$ cat src/sens_io_pkg.sv
// sensor port control types, register field positions and state encodings
`default_nettype none

package sens_io_pkg;

    typedef logic [7:0]  cmd_byte_t;       // one byte on cmd_ad / status_ad
    typedef logic [2:0]  cmd_addr_t;       // register offset in the block
    typedef logic [15:0] cmd_full_addr_t;  // AH:AL
    typedef logic [31:0] cmd_data_t;       // D3:D0
    typedef logic [9:0]  status_word_t;    // senspgm, hact, oe[3:0], in[3:0]

    localparam int CMD_BYTES = 6;          // AL, AH, D0..D3

    localparam cmd_addr_t SENSIO_CTRL   = 3'h0;
    localparam cmd_addr_t SENSIO_STATUS = 3'h1;

    localparam int SENS_CTRL_MRST      = 0;   // value, enable one bit above
    localparam int SENS_CTRL_GP_BASE   = 12;  // pin 0 mode at 13:12, enable 14
    localparam int SENS_CTRL_GP_STRIDE = 3;   // mode 2 bits + enable

    typedef enum logic [1:0] {
        GP_FLOAT,    // output disabled
        GP_LOW,
        GP_HIGH,
        GP_TRIGGER   // drive ext_sync
    } gp_mode_e;

    typedef enum logic [1:0] {
        ST_OFF,      // no packets
        ST_SINGLE,   // one packet per write
        ST_AUTO,     // send on change
        ST_ALWAYS    // send back to back
    } status_mode_e;

    typedef enum logic [1:0] {
        ST_IDLE,
        ST_REQ,      // rq high, waiting for start
        ST_B1,       // seq + status[1:0]
        ST_B2        // status[9:2]
    } status_state_e;

endpackage

`default_nettype wire

$ cat src/sens_cmd_deser.sv
// command deserializer, gathers six address/data bytes and issues a matched register write
`timescale 1ns/1ps
`default_nettype none

module sens_cmd_deser #(
    parameter sens_io_pkg::cmd_full_addr_t SENSIO_ADDR      = 16'h0330, // block base
    parameter sens_io_pkg::cmd_full_addr_t SENSIO_ADDR_MASK = 16'h07f8  // compared bits
) (
    input  wire                         pclk,
    input  wire                         async_prst_with_sens_mrst,
    input  wire sens_io_pkg::cmd_byte_t cmd_ad_i,    // AL-AH-D0-D1-D2-D3
    input  wire                         cmd_stb_i,   // comes with AL
    output sens_io_pkg::cmd_addr_t      cmd_a_o,     // low address bits
    output sens_io_pkg::cmd_data_t      cmd_data_o,
    output logic                        cmd_we_o     // one cycle after D3
);

    logic [2:0]                  cnt_r;   // index of next byte, 0 when idle
    sens_io_pkg::cmd_full_addr_t addr_r;  // AH:AL
    sens_io_pkg::cmd_data_t      data_r;  // shifted in LSB byte first
    logic                        match;

    assign match      = ((addr_r ^ SENSIO_ADDR) & SENSIO_ADDR_MASK) == '0; // masked compare
    assign cmd_a_o    = addr_r[2:0];
    assign cmd_data_o = data_r;

    always_ff @(posedge pclk or posedge async_prst_with_sens_mrst) begin
        if (async_prst_with_sens_mrst) begin
            cnt_r    <= 3'd0;
            cmd_we_o <= 1'b0;
        end else begin
            cmd_we_o <= 1'b0;                 // pulse by default
            if (cmd_stb_i) begin
                cnt_r <= 3'd1;                // restart even mid-command
            end else if (cnt_r != 3'd0) begin
                if (cnt_r == 3'(sens_io_pkg::CMD_BYTES - 1)) begin
                    cnt_r    <= 3'd0;         // D3 in this cycle
                    cmd_we_o <= match;        // drop foreign commands
                end else begin
                    cnt_r <= cnt_r + 3'd1;
                end
            end
        end
    end

    always_ff @(posedge pclk) begin
        if (cmd_stb_i) begin
            addr_r[7:0] <= cmd_ad_i;          // AL
        end else if (cnt_r == 3'd1) begin
            addr_r[15:8] <= cmd_ad_i;         // AH
        end else if (cnt_r != 3'd0) begin
            data_r <= {cmd_ad_i, data_r[31:8]}; // D0 ends up at 7:0
        end
    end

endmodule

`default_nettype wire

$ cat src/sens_ctrl_regs.sv
// control register decode: sensor reset, GP pin mode strobes, status mode and line-active flag
`timescale 1ns/1ps
`default_nettype none

module sens_ctrl_regs #(
    parameter int NUM_GP = 4
) (
    input  wire                                 pclk,
    input  wire                                 async_prst_with_sens_mrst,
    input  wire sens_io_pkg::cmd_addr_t         cmd_a_i,
    input  wire sens_io_pkg::cmd_data_t         cmd_data_i,
    input  wire                                 cmd_we_i,
    input  wire                                 dvalid_i,      // line data valid
    output logic                                sns_mrst_o,    // low keeps sensor in reset
    output logic [NUM_GP-1:0]                   gp_set_o,      // per-pin mode load
    output sens_io_pkg::gp_mode_e [NUM_GP-1:0]  gp_mode_o,
    output logic                                st_set_o,      // status mode write
    output sens_io_pkg::status_mode_e           st_mode_o,
    output logic [5:0]                          st_seq_o,      // packet sequence number
    output logic                                hact_alive_o   // sticky, dvalid seen
);

    sens_io_pkg::cmd_data_t data_r;       // last write data
    logic                   set_ctrl_r;   // write to SENSIO_CTRL
    logic                   set_status_r; // write to SENSIO_STATUS
    logic                   dvalid_r;     // for edge detect

    always_ff @(posedge pclk) begin
        if (cmd_we_i) begin
            data_r <= cmd_data_i;
        end
    end

    always_ff @(posedge pclk or posedge async_prst_with_sens_mrst) begin
        if (async_prst_with_sens_mrst) begin
            set_ctrl_r   <= 1'b0;
            set_status_r <= 1'b0;
            sns_mrst_o   <= 1'b0;
            gp_set_o     <= '0;
            st_set_o     <= 1'b0;
            dvalid_r     <= 1'b0;
            hact_alive_o <= 1'b0;
        end else begin
            set_ctrl_r   <= cmd_we_i && (cmd_a_i == sens_io_pkg::SENSIO_CTRL);
            set_status_r <= cmd_we_i && (cmd_a_i == sens_io_pkg::SENSIO_STATUS);
            if (set_ctrl_r && data_r[sens_io_pkg::SENS_CTRL_MRST + 1]) begin
                sns_mrst_o <= data_r[sens_io_pkg::SENS_CTRL_MRST]; // only with enable
            end
            for (int i = 0; i < NUM_GP; i++) begin
                gp_set_o[i] <= set_ctrl_r && data_r[sens_io_pkg::SENS_CTRL_GP_BASE +
                                                    sens_io_pkg::SENS_CTRL_GP_STRIDE * i + 2];
            end
            st_set_o <= set_status_r;
            dvalid_r <= dvalid_i;
            if (set_ctrl_r) begin
                hact_alive_o <= 1'b0;          // any control write clears
            end else if (dvalid_i && !dvalid_r) begin
                hact_alive_o <= 1'b1;          // line start
            end
        end
    end

    // payload, qualified by the strobes above
    always_ff @(posedge pclk) begin
        if (set_ctrl_r) begin
            for (int i = 0; i < NUM_GP; i++) begin
                gp_mode_o[i] <= sens_io_pkg::gp_mode_e'(
                    data_r[sens_io_pkg::SENS_CTRL_GP_BASE +
                           sens_io_pkg::SENS_CTRL_GP_STRIDE * i +: 2]);
            end
        end
        if (set_status_r) begin
            st_mode_o <= sens_io_pkg::status_mode_e'(data_r[1:0]);
            st_seq_o  <= data_r[7:2];
        end
    end

endmodule

`default_nettype wire

$ cat src/sens_gp_pin.sv
// one general-purpose sensor pin: mode register, drive level, output enable, input synchronizer
`timescale 1ns/1ps
`default_nettype none

module sens_gp_pin (
    input  wire                        pclk,
    input  wire                        async_prst_with_sens_mrst,
    input  wire                        gp_set_i,    // load new mode
    input  wire sens_io_pkg::gp_mode_e gp_mode_i,
    input  wire                        ext_sync_i,  // trigger source
    input  wire                        gp_pad_i,    // pad level, async
    output logic                       gp_out_o,
    output logic                       gp_oe_o,
    output logic                       gp_in_o      // synchronized pad
);

    sens_io_pkg::gp_mode_e mode_r;
    logic [1:0]            sync_r;   // two-flop synchronizer

    always_ff @(posedge pclk or posedge async_prst_with_sens_mrst) begin
        if (async_prst_with_sens_mrst) begin
            mode_r <= sens_io_pkg::GP_FLOAT;  // pin floats after reset
            sync_r <= 2'b00;
        end else begin
            if (gp_set_i) begin
                mode_r <= gp_mode_i;
            end
            sync_r <= {sync_r[0], gp_pad_i};
        end
    end

    assign gp_oe_o  = mode_r != sens_io_pkg::GP_FLOAT;
    assign gp_out_o = (mode_r == sens_io_pkg::GP_HIGH) ||
                      ((mode_r == sens_io_pkg::GP_TRIGGER) && ext_sync_i); // trigger passes through
    assign gp_in_o  = sync_r[1];

endmodule

`default_nettype wire

$ cat src/sens_status_gen.sv
// status packet generator: requests the status channel and sends address plus two payload bytes
`timescale 1ns/1ps
`default_nettype none

module sens_status_gen #(
    parameter sens_io_pkg::cmd_byte_t STATUS_REG_ADDR = 8'h21, // first packet byte
    parameter int                     NUM_GP          = 4
) (
    input  wire                            pclk,
    input  wire                            async_prst_with_sens_mrst,
    input  wire                            st_set_i,        // status mode write
    input  wire sens_io_pkg::status_mode_e st_mode_i,
    input  wire [5:0]                      st_seq_i,
    input  wire [NUM_GP-1:0]               gp_in_i,
    input  wire [NUM_GP-1:0]               gp_oe_i,
    input  wire                            hact_alive_i,
    input  wire                            senspgm_i,       // board present
    input  wire                            status_start_i,  // grant for the request
    output sens_io_pkg::cmd_byte_t         status_ad_o,
    output logic                           status_rq_o
);

    sens_io_pkg::status_state_e state_r;
    sens_io_pkg::status_mode_e  mode_r;
    sens_io_pkg::status_word_t  status_w;  // live status
    sens_io_pkg::status_word_t  sent_r;    // snapshot being sent / last sent
    logic [5:0]                 seq_r;
    logic                       pend_r;    // single packet owed
    logic                       due;

    assign status_w = {senspgm_i, hact_alive_i, gp_oe_i, gp_in_i};
    assign due      = pend_r || (mode_r == sens_io_pkg::ST_ALWAYS) ||
                      ((mode_r == sens_io_pkg::ST_AUTO) && (status_w != sent_r)); // on change

    always_ff @(posedge pclk or posedge async_prst_with_sens_mrst) begin
        if (async_prst_with_sens_mrst) begin
            state_r <= sens_io_pkg::ST_IDLE;
            mode_r  <= sens_io_pkg::ST_OFF;
            pend_r  <= 1'b0;
            sent_r  <= '0;
        end else begin
            if (st_set_i) begin
                mode_r <= st_mode_i;
                pend_r <= st_mode_i == sens_io_pkg::ST_SINGLE; // other modes cancel
            end else if (state_r == sens_io_pkg::ST_IDLE) begin
                pend_r <= 1'b0;                 // taken below if it was set
            end
            case (state_r)
                sens_io_pkg::ST_IDLE: begin
                    if (due) begin
                        state_r <= sens_io_pkg::ST_REQ;
                        sent_r  <= status_w;    // frozen until packet is out
                    end
                end
                sens_io_pkg::ST_REQ: begin
                    if (status_start_i) begin
                        state_r <= sens_io_pkg::ST_B1;
                    end
                end
                sens_io_pkg::ST_B1: state_r <= sens_io_pkg::ST_B2;
                default:            state_r <= sens_io_pkg::ST_IDLE;
            endcase
        end
    end

    always_ff @(posedge pclk) begin
        if (st_set_i) begin
            seq_r <= st_seq_i;
        end
    end

    always_comb begin
        status_rq_o = 1'b0;
        case (state_r)
            sens_io_pkg::ST_REQ: begin
                status_rq_o = 1'b1;
                status_ad_o = STATUS_REG_ADDR;    // held until start
            end
            sens_io_pkg::ST_B1: status_ad_o = {seq_r, sent_r[1:0]};
            sens_io_pkg::ST_B2: status_ad_o = sent_r[9:2];
            default:            status_ad_o = '0;
        endcase
    end

endmodule

`default_nettype wire

$ cat src/sens_io_top.sv
// sensor port control plane top: command decode, control register, GP pins and status sender
`timescale 1ns/1ps
`default_nettype none

module sens_io_top #(
    parameter sens_io_pkg::cmd_full_addr_t SENSIO_ADDR      = 16'h0330,
    parameter sens_io_pkg::cmd_full_addr_t SENSIO_ADDR_MASK = 16'h07f8,
    parameter sens_io_pkg::cmd_byte_t      STATUS_REG_ADDR  = 8'h21,
    parameter int                          NUM_GP           = 4
) (
    input  wire                         pclk,
    input  wire                         async_prst_with_sens_mrst,
    input  wire sens_io_pkg::cmd_byte_t cmd_ad_i,
    input  wire                         cmd_stb_i,
    output sens_io_pkg::cmd_byte_t      status_ad_o,
    output logic                        status_rq_o,
    input  wire                         status_start_i,
    input  wire                         ext_sync_i,    // per-sensor trigger
    input  wire                         dvalid_i,
    input  wire                         senspgm_i,
    output logic                        sns_mrst_o,
    input  wire [NUM_GP-1:0]            gp_pad_i,
    output logic [NUM_GP-1:0]           gp_out_o,
    output logic [NUM_GP-1:0]           gp_oe_o
);

    sens_io_pkg::cmd_addr_t                cmd_a;
    sens_io_pkg::cmd_data_t                cmd_data;
    logic                                  cmd_we;
    logic [NUM_GP-1:0]                     gp_set;
    sens_io_pkg::gp_mode_e [NUM_GP-1:0]    gp_mode;
    logic [NUM_GP-1:0]                     gp_in;
    logic                                  st_set;
    sens_io_pkg::status_mode_e             st_mode;
    logic [5:0]                            st_seq;
    logic                                  hact_alive;

    sens_cmd_deser #(
        .SENSIO_ADDR      (SENSIO_ADDR),
        .SENSIO_ADDR_MASK (SENSIO_ADDR_MASK)
    ) u_cmd_deser (
        .pclk                      (pclk),
        .async_prst_with_sens_mrst (async_prst_with_sens_mrst),
        .cmd_ad_i                  (cmd_ad_i),
        .cmd_stb_i                 (cmd_stb_i),
        .cmd_a_o                   (cmd_a),
        .cmd_data_o                (cmd_data),
        .cmd_we_o                  (cmd_we)
    );

    sens_ctrl_regs #(
        .NUM_GP (NUM_GP)
    ) u_ctrl_regs (
        .pclk                      (pclk),
        .async_prst_with_sens_mrst (async_prst_with_sens_mrst),
        .cmd_a_i                   (cmd_a),
        .cmd_data_i                (cmd_data),
        .cmd_we_i                  (cmd_we),
        .dvalid_i                  (dvalid_i),
        .sns_mrst_o                (sns_mrst_o),
        .gp_set_o                  (gp_set),
        .gp_mode_o                 (gp_mode),
        .st_set_o                  (st_set),
        .st_mode_o                 (st_mode),
        .st_seq_o                  (st_seq),
        .hact_alive_o              (hact_alive)
    );

    for (genvar i = 0; i < NUM_GP; i++) begin : g_pin
        sens_gp_pin u_gp_pin (
            .pclk                      (pclk),
            .async_prst_with_sens_mrst (async_prst_with_sens_mrst),
            .gp_set_i                  (gp_set[i]),
            .gp_mode_i                 (gp_mode[i]),
            .ext_sync_i                (ext_sync_i),
            .gp_pad_i                  (gp_pad_i[i]),
            .gp_out_o                  (gp_out_o[i]),
            .gp_oe_o                   (gp_oe_o[i]),
            .gp_in_o                   (gp_in[i])
        );
    end

    sens_status_gen #(
        .STATUS_REG_ADDR (STATUS_REG_ADDR),
        .NUM_GP          (NUM_GP)
    ) u_status_gen (
        .pclk                      (pclk),
        .async_prst_with_sens_mrst (async_prst_with_sens_mrst),
        .st_set_i                  (st_set),
        .st_mode_i                 (st_mode),
        .st_seq_i                  (st_seq),
        .gp_in_i                   (gp_in),
        .gp_oe_i                   (gp_oe_o),     // enables go into the status word
        .hact_alive_i              (hact_alive),
        .senspgm_i                 (senspgm_i),
        .status_start_i            (status_start_i),
        .status_ad_o               (status_ad_o),
        .status_rq_o               (status_rq_o)
    );

endmodule

`default_nettype wire

$ cat config.mk
export PLATFORM = sky130hd
export DESIGN_NAME = sens_io_top
export DESIGN_NICKNAME = d
export VERILOG_FILES = /design/src/sens_io_pkg.sv /design/src/sens_cmd_deser.sv /design/src/sens_ctrl_regs.sv /design/src/sens_gp_pin.sv /design/src/sens_status_gen.sv /design/src/sens_io_top.sv
export SDC_FILE = /design/constraint.sdc
export NUM_CORES = 1
export LEC_CHECK = 0
export BUFFER_PORTS_ARGS = -buffer_cell sky130_fd_sc_hd__buf_2
export CAP_MARGIN = 5
export CORE_ASPECT_RATIO = 1.1
export CORE_MARGIN = 3
export CORE_UTILIZATION = 50
export CTS_CLUSTER_SIZE = 30
export DETAILED_ROUTE_END_ITERATION = 7
export HOLD_SLACK_MARGIN = 0.12
export MAX_ROUTING_LAYER = met4
export PLACE_DENSITY = 0.79
export SYNTH_ARGS = -nofsm -noshare
export SYNTH_HDL_FRONTEND = slang
export SYNTH_SLANG_ARGS = --single-unit
$ cat constraint.sdc
create_clock -name pclk -period 4.9 [get_ports pclk]
set_clock_uncertainty 0.1 [all_clocks]
set_input_delay 0.49 -clock pclk [delete_from_list [all_inputs] [get_ports pclk]]
set_output_delay 0.49 -clock pclk [all_outputs]
set_load 0.05 [all_outputs]
### Yosys cells after proc, flatten, opt, wreduce, memory -nomap -nowiden

Cells that the tools add are included.
Widths: inputs -> output; s select.

| word-level totals | value |
|---|---|
| register bits | 134 |
| output and inout port bits | 18 |
| logic and storage cells | 106 |
| input bits | 19 |

| cells by class | value |
|---|---|
| bitwise gates (word level) | 3 |
| reductions and logical operators | 35 |
| eq/ne operators | 20 |
| add/sub/neg operators | 1 |
| muxes and demuxes | 15 |

Operator list:

| operator | number |
|---|---|
| $eq 2x2->1 const B | 12 |
| $pmux 8 s3 | 1 |
| $logic_not 16->1 | 1 |
| $reduce_bool 2->1 | 7 |
| $logic_and 1x1->1 | 13 |
| $ne 10x10->1 | 1 |
| $mux 3 | 3 |
| $mux 1 | 8 |
| $eq 3x1->1 const B | 2 |
| $logic_or 1x1->1 | 6 |
| $pmux 2 s3 | 1 |
| $reduce_and 2->1 | 3 |
| $eq 2x1->1 const B | 2 |
| $mux 2 | 2 |
| $not 4->4 | 1 |
| $add 3x1->3 const B | 1 |
| $eq 3x3->1 const B | 1 |
| $logic_not 3->1 | 1 |
| $reduce_and 3->1 | 1 |
| $reduce_bool 3->1 | 1 |
| $logic_not 2->1 | 1 |
| $ne 2x1->1 const B | 1 |
| $ne 2x2->1 const B | 1 |
| $not 1->1 | 2 |
| $logic_not 1->1 | 1 |

### Logic depth before layout (Yosys ltp)

Gate-level depths: netlist of the first run.

| logic depth | value |
|---|---|
| depth after elaboration | 6 |
| depth in mapped cells | 6 |
| mapped depth without buffers | 6 |

### Cells and area by module

A second synthesis of the first run with hierarchy kept.

| second synthesis, totals | value |
|---|---|
| cell total of the unflattened synthesis | 260 |
| area total of the unflattened synthesis | 4683.2 um^2 |

By module, submodules not included:

| module | sequential area each (um^2) | cells each | area an instance (um^2) | times used |
|---|---|---|---|---|
| sens_cmd_deser | 1391.3 | 65 | 1515.2 | 1 |
| sens_ctrl_regs | 1331.3 | 58 | 1420.1 | 1 |
| sens_status_gen | 555.5 | 97 | 1172.4 | 1 |
| sens_gp_pin | 100.1 | 10 | 143.9 | 4 |

### Worst setup path after synthesis of the first run

No wires, ideal clock.

| timing | value |
|---|---|
| path type | input to register |
| start point | input port cmd_stb_i |
| end point | register u_cmd_deser.data_r[0] (netlist: u_cmd_deser.cmd_data_o[0]), enable pin |
| data required time | 4379 ps |
| stages | 1 |
| setup slack | 2527 ps |
| library setup time | 421 ps |
| path buffers | 0 |
| arrival time | 1852 ps |
| cells stage by stage | nor2_1 |

| on the way | value |
|---|---|
| word-level cells in the longest chain between the ends | 2 |

Ends and longest elaborated chain:

| element | line | source |
|---|---|---|
| from (decl) | sens_io_top.sv:14 | `input wire cmd_stb_i,` |
| $not 1->1 (no line) | -- |  |
| $reduce_and 3->1 (no line) | -- |  |
| to (signal assigned) | sens_cmd_deser.sv:52 | `data_r <= {cmd_ad_i, data_r[31:8]};` |
| to (decl) | sens_cmd_deser.sv:20 | `sens_io_pkg::cmd_data_t data_r;` |

No other way between the ends.
A chain may end at the register's enable or synchronous reset.

### Worst setup path after layout of the first run

| timing | value |
|---|---|
| start point | register u_status_gen.state_r[0] |
| end point | output port status_ad_o[0] |

| on the way | value |
|---|---|
| word-level cells in the longest chain between the ends | 2 |
| elaborated cells on any way between the ends | 4 |
| those cells by class | eq/ne (3); mux (1) |

Ends and longest elaborated chain:

| element | line | source |
|---|---|---|
| from (decl) | sens_status_gen.sv:23 | `sens_io_pkg::status_state_e state_r;` |
| from (signal assigned) | sens_status_gen.sv:37 | `state_r <= sens_io_pkg::ST_IDLE;` |
| from (signal assigned) | sens_status_gen.sv:51 | `state_r <= sens_io_pkg::ST_REQ;` |
| from (signal assigned) | sens_status_gen.sv:57 | `state_r <= sens_io_pkg::ST_B1;` |
| $eq 2x2->1 or $eq 2x1->1 (tied branches) | sens_status_gen.sv:74 | `case (state_r)` |
| $pmux 8 s3 * | sens_status_gen.sv:74 |  |
| to (decl) | sens_io_top.sv:15 | `output sens_io_pkg::cmd_byte_t status_ad_o,` |

Mark *: on every way between the ends. The rest lies on a longest branch, timed or not.

==> results of run 1 <==
-- worst max-delay path: stages (launching register included) --
cell	delay, ns
dfrtp_1	0.43
inv_1	0.13
ha_1	0.38
a22oi_1	0.17
a21oi_1	0.18
buf_2	0.28
-- power by group --
part | internal, mW | switching [mW]
registers | 1.21 | 0.0150
clock network | 0.751 | 0.499
logic | 0.0222 | 0.0353
-- cell type report --
class	count	area (um^2)
Clock inverter	15	186
Timing Repair Buffer	50	318
Clock buffer	17	414
Multi-Input combinational cell	108	871
Tap cell	114	143
Sequential cell	130	3680
Inverter	6	22.5
Fill cell	629	3330
-- path summary, 6_finish.rpt --
check / endpoint / slack (ns) / cells past startpoint
max: status_ad_o[0] / 2.23 / 5
min: u_ctrl_regs.set_ctrl_r / 0.11 / 2
max reg2reg: u_status_gen.sent_r[2] / 2.55 / 4
min reg2reg: g_pin[3].u_gp_pin.sync_r[1] / 0.24 / 0
max in group asynchronous: g_pin[1].u_gp_pin.mode_r[1] / 3.98 / 2
min in group pclk: u_status_gen.sent_r[9] / 0.15 / 2
-- cells by family (layout without fill, tap and decap cells) --
family                   after synthesis  after routing  synth area share [%]
AO/OA/AOI/OAI                         28             28                  4.28
XOR/XNOR                               7              7                  1.32
adder cells (fa/ha/maj)                4              4                  1.08
buffers and inverters                 18             88                  2.26
flip-flops                           130            130                  79.1
multiplexers                          23             23                  6.35
AND/OR/NAND/NOR                       46             46                  5.65
-- state kept, by name, indices dropped and copies added (netlist names) --
register	cells
g_pin.u_gp_pin.mode_r	8
g_pin.u_gp_pin.sync_r	8
u_cmd_deser.addr_r	11
u_cmd_deser.cmd_data_o	32
u_cmd_deser.cmd_we_o	1
u_cmd_deser.cnt_r	3
u_ctrl_regs.data_r	20
u_ctrl_regs.dvalid_r	1
u_ctrl_regs.gp_mode_o	8
u_ctrl_regs.gp_set_o	4
u_ctrl_regs.hact_alive_o	1
u_ctrl_regs.set_ctrl_r	1
u_ctrl_regs.set_status_r	1
u_ctrl_regs.sns_mrst_o	1
u_ctrl_regs.st_mode_o	2
u_ctrl_regs.st_seq_o	6
u_ctrl_regs.st_set_o	1
u_status_gen.mode_r	2
u_status_gen.pend_r	1
u_status_gen.sent_r	10
u_status_gen.seq_r	6
u_status_gen.state_r	2
-- cell usage after synthesis (all sizes together), types with 2 or more instances --
cell / number / area (um^2)
xnor2: 7 / 61.3
o21a: 4 / 30.0
o21ai: 2 / 10.0
buf: 9 / 71.3
nand2: 3 / 11.3
edfxtp: 85 / 2550
nor2: 15 / 56.3
clkbuf: 3 / 11.3
o22ai: 2 / 18.8
and2: 4 / 25.0
inv: 6 / 22.5
or2: 5 / 31.3
a21boi: 4 / 30.0
a21oi: 5 / 25.0
nor3: 7 / 35.0
mux2: 22 / 285
nor4b: 3 / 26.3
a22oi: 8 / 60.1
ha: 4 / 50.1
dfrtp: 45 / 1130
-- stage by stage --
stage               cell area, um^2  total power [mW]  hold WS (ns)
finish                         5630              2.54         0.105
global route                   5630              2.63         0.132
CTS                            5630              2.56         0.127
detailed placement             4900              1.30         0.236
global placement               4900              1.30         0.235
floorplan                      4650              1.28         0.231
-- what timing repair did --
| action | 4_1_cts | 5_1_grt |
|---|---|---|
| hold endpoints to repair | 24 | 0 |
| resized for setup | 0 | 0 |
| hold buffers | 13 | 0 |
| buffers inserted | 0 | 0 |
-- routing by layer --
metal | wire length (um) | global-route usage [%] | vias to the layer above
met2 | 3280 | 22.7 | 59
met4 | 184 | 7.52 | 0
met3 | 326 | 5.40 | 14
met1 | 2910 | 16.6 | 1098
met5 | 0 | - | -
li1 | - | - | 1068
==> impl_metrics.tcl, run 1 <==
set metrics [dict create \
    status "complete, no violations" \
    critPathLaunch "u_status_gen.state_r[0]" \
    timing.final.crit_share_pct 54.5 \
    first_iter_violations 104 \
    finalWeightedCongestion 0.798 \
    worst-setup-path-type "register to output port" \
    grt_pass1_vias 2305 \
    drive_above_1_share_pct 31.0 \
    ctsHtreeMaxLevel 4 \
    tns_ns 0 \
    hold_class "primary input to asynchronous set/reset pin" \
    die_area_um2 10500 \
    syn_inst 256 \
    fin_ws_ns 2.23 \
    final-setup-viol-count 0 \
    syn_to_final_growth_pct 21.1 \
    drt_wl_total_um 6690 \
    tightest_slew_ns 0.984 \
    ys_ff_latch 130 \
    final_core_util_pct 62.8 \
    cts_buffer_depth 2 \
    cp-end-kind "output port" \
    grt_pass1_wl_um 11200 \
    final_cell_mix "edfxtp_1, dfrtp_1, buf_2" \
    cts_tree "built" \
    postSynthAreaPerCell_um2 18.2 \
    dp.cells 395 \
    reg2reg_from "u_status_gen.state_r[0]" \
    maxSlewHeadroom_pct 34.3 \
    antenna_found_initial 0 \
    overflow 0 \
    cts-buffers-inserted 17 \
    synth.cell_area_um2 4650 \
    clk_pin_slew_ns 0.06 \
    synth_enable_flop_cells 85 \
    startpoint_type "register" \
    dp_hpwl_um 4200 \
    die_h_um 107 \
    critPathArrivalTime_ns 2.08 \
    layout_commonest_cell "edfxtp_1" \
    slew_viol_final 0 \
    route.detailed.drc 0 \
    fmax_ghz 0.374 \
    cp_max_fo 9 \
    antenna_left 0 \
    wire_per_inst_um 15.2 \
    die-width_um 98.0 \
    num_vias 2239 \
    p_leak_nw 2.27 \
    syn_nets 279 \
    vias_per_cell 5.09 \
    stdcell_count 440 \
    io_pins 37 \
    maxCapViolCount 0 \
    port_buffers 36 \
    grt_max_degree 46 \
    n_antenna_cell 0 \
    cp.required_ns 4.31 \
    dr.pass1.iters 4 \
    hold_viol_final 0 \
    start_util_pct 51.9 \
    place_ws_ns 2.44 \
    grtUsageTotal_pct 14.6 \
    power.density_nw_per_um2 450 \
    ys_seq_area_share_pct 79.1 \
    async_flop_share_pct 34.6 \
    cts_root_buf "clkbuf_8" \
    row_count 36 \
    core_um2 8960 \
    synth_warnings 0 \
    clock_latency_ns 0.51 \
    finalWorstPathRequiredPeriod_ns 2.67 \
    cts_num_sinks 130 \
    synthDistinctLibCells 36 \
    max-vdd-ir-drop_v 0.000273 \
    nets 336 \
    rsz0062_at_grt "no" \
    synthFlopType "edfxtp_1" \
]
Note: power is estimated with default switching activity, not from simulation.
==> inputs of run 2 (changes only) <==
- PLACE_DENSITY: 0.79 -> 0.82
- clock period: 4.9 -> 2.4 ns (I/O delays scaled with it)
==> run 2 against run 1 <==
Via count up 1.5%. Worst hold slack better by 0.14 ns. Sequential share of layout area down 0.50 points. Total power up 98%. Utilization up 0.49 points. Non-clock buffer count up 7. Sequential power up 100%. Largest cell class unchanged. Highest routed layer unchanged.
==> impl_metrics.tcl, run 2 (synthesis gave the netlist of run 1 again) <==
set metrics [dict create \
    postPlaceCellArea_um2 4920 \
    slowest_delay_ns 0.43 \
    power.density_nw_per_um2 883 \
    antenna_found_initial 0 \
    finalWorstPathRequiredPeriod_ns 2.28 \
    timing.final.crit_share_pct 94.9 \
    hold_viol_final 0 \
    p_leak_nw 2.28 \
    hold_class "register to register" \
    cts_buffer_depth 2 \
    drive_above_1_share_pct 31.8 \
    final_cell_mix "edfxtp_1, dfrtp_1, buf_2" \
    io_pins 37 \
    cp.required_ns 2.06 \
    ctsHtreeMaxLevel 4 \
    whs_ns 0.243 \
    maxCapViolCount 0 \
    fill_cells 627 \
    overflow 0 \
    num_vias 2273 \
    clk_pin_slew_ns 0.06 \
    first_iter_violations 102 \
    dr.pass1.iters 4 \
    antenna_left 0 \
    finalInstanceArea_um2 5680 \
    cts_root_buf "clkbuf_8" \
    startpoint_type "register" \
    vias_per_cell 5.09 \
    cts-buffers-inserted 17 \
    place_ws_ns 0.421 \
    nets 343 \
    cts_num_sinks 130 \
    core_um2 8960 \
    cp-end-kind "output port" \
    fmax_ghz 0.439 \
    cp_max_fo 9 \
    syn_to_final_growth_pct 22.0 \
    layout_commonest_cell "edfxtp_1" \
    grtUsageTotal_pct 15.0 \
    tns_ns 0 \
    slew_viol_final 0 \
    largest_reg_flops 32 \
    route.detailed.drc 0 \
    grt_pass1_wl_um 11400 \
    dp_hpwl_um 4420 \
    clock_latency_ns 0.50 \
    cpMaxStageDelayCell "dfrtp_1" \
    fin_ws_ns 0.122 \
    start_util_pct 51.9 \
    finalWeightedCongestion 0.786 \
    cts_tree "built" \
    total_power_mw 5.01 \
    maxSlewHeadroom_pct 56.2 \
    worst-setup-path-type "register to output port" \
    wire_per_inst_um 15.6 \
    n_antenna_cell 0 \
    status "complete, no violations" \
    row_count 36 \
    port_buffers 36 \
    max-vdd-ir-drop_v 0.000854 \
    die_h_um 107 \
    grt_pass1_vias 2382 \
    critPathArrivalTime_ns 1.94 \
    worstPathCellList "inv_1, ha_2, a22oi_1, a21oi_1, buf_2" \
    final-setup-viol-count 0 \
    grt_max_degree 46 \
    rsz0062_at_grt "no" \
    drt_wl_total_um 6950 \
    tightest_slew_ns 0.648 \
    die_area_um2 10500 \
    die-width_um 98.0 \
]
[run 2: final cells by class]
type	instances	area [um^2]	area share, %
clock buffer	21	485	8.55
multi-input combinational	108	876	15.4
inverter	6	22.5	0.397
clock inverter	11	91.3	1.61
timing repair buffer	57	380	6.70
sequential	130	3680	64.8
tap	114	143	2.51
[run 2: layer usage]
metal  share of wire, %  global-route usage (%)
met5                  0                       -
met4                2.0                    7.72
met3                4.1                    4.55
met2                 52                    24.8
met1                 42                    16.5
[run 2: through the flow]
stage / std cells / util, %
floorplan: 256 / -
global placement: 398 / 54.9
detailed placement: 398 / 54.9
CTS: 447 / 63.3
global route: 447 / 63.3
finish: 447 / 63.3
[run 2: power by group]
group	internal [mW]	switching (mW)	leakage, nW
registers	2.48	0.0299	1.38
logic	0.0506	0.0718	0.622
clock network	1.45	0.935	0.284
[run 2: final timing paths]
path	from	endpoint	slack, ns	cells after the start
max reg2reg	u_status_gen.sent_r[5]	u_status_gen.sent_r[2]	0.40	6
min in group asynchronous	async_prst_with_sens_mrst	u_ctrl_regs.set_ctrl_r	0.33	4
min reg2reg	g_pin[3].u_gp_pin.sync_r[0]	g_pin[3].u_gp_pin.sync_r[1]	0.24	0
max	u_status_gen.state_r[0]	status_ad_o[0]	0.12	5
max in group asynchronous	async_prst_with_sens_mrst	u_ctrl_regs.gp_set_o[3]	1.47	4
min	g_pin[3].u_gp_pin.sync_r[0]	g_pin[3].u_gp_pin.sync_r[1]	0.24	0
[run 2: critical path, delay by kind of cell, from the launching register on]
kind,cells,cell delay [ns]
AOI/OAI and AO/OA,2,0.28
buffers and inverters,2,0.42
adders and majority gates,1,0.30
DFF,1,0.43
[run 2: timing repair]
| action | in CTS | in global routing |
|---|---|---|
| hold endpoints to repair | 83 | 0 |
| endpoints found under the setup margin | 1 | 2 |
| hold buffers | 17 | 0 |
| gates resized for setup | 1 | 1 |
| gates cloned | 0 | 0 |
| setup buffers | 0 | 0 |
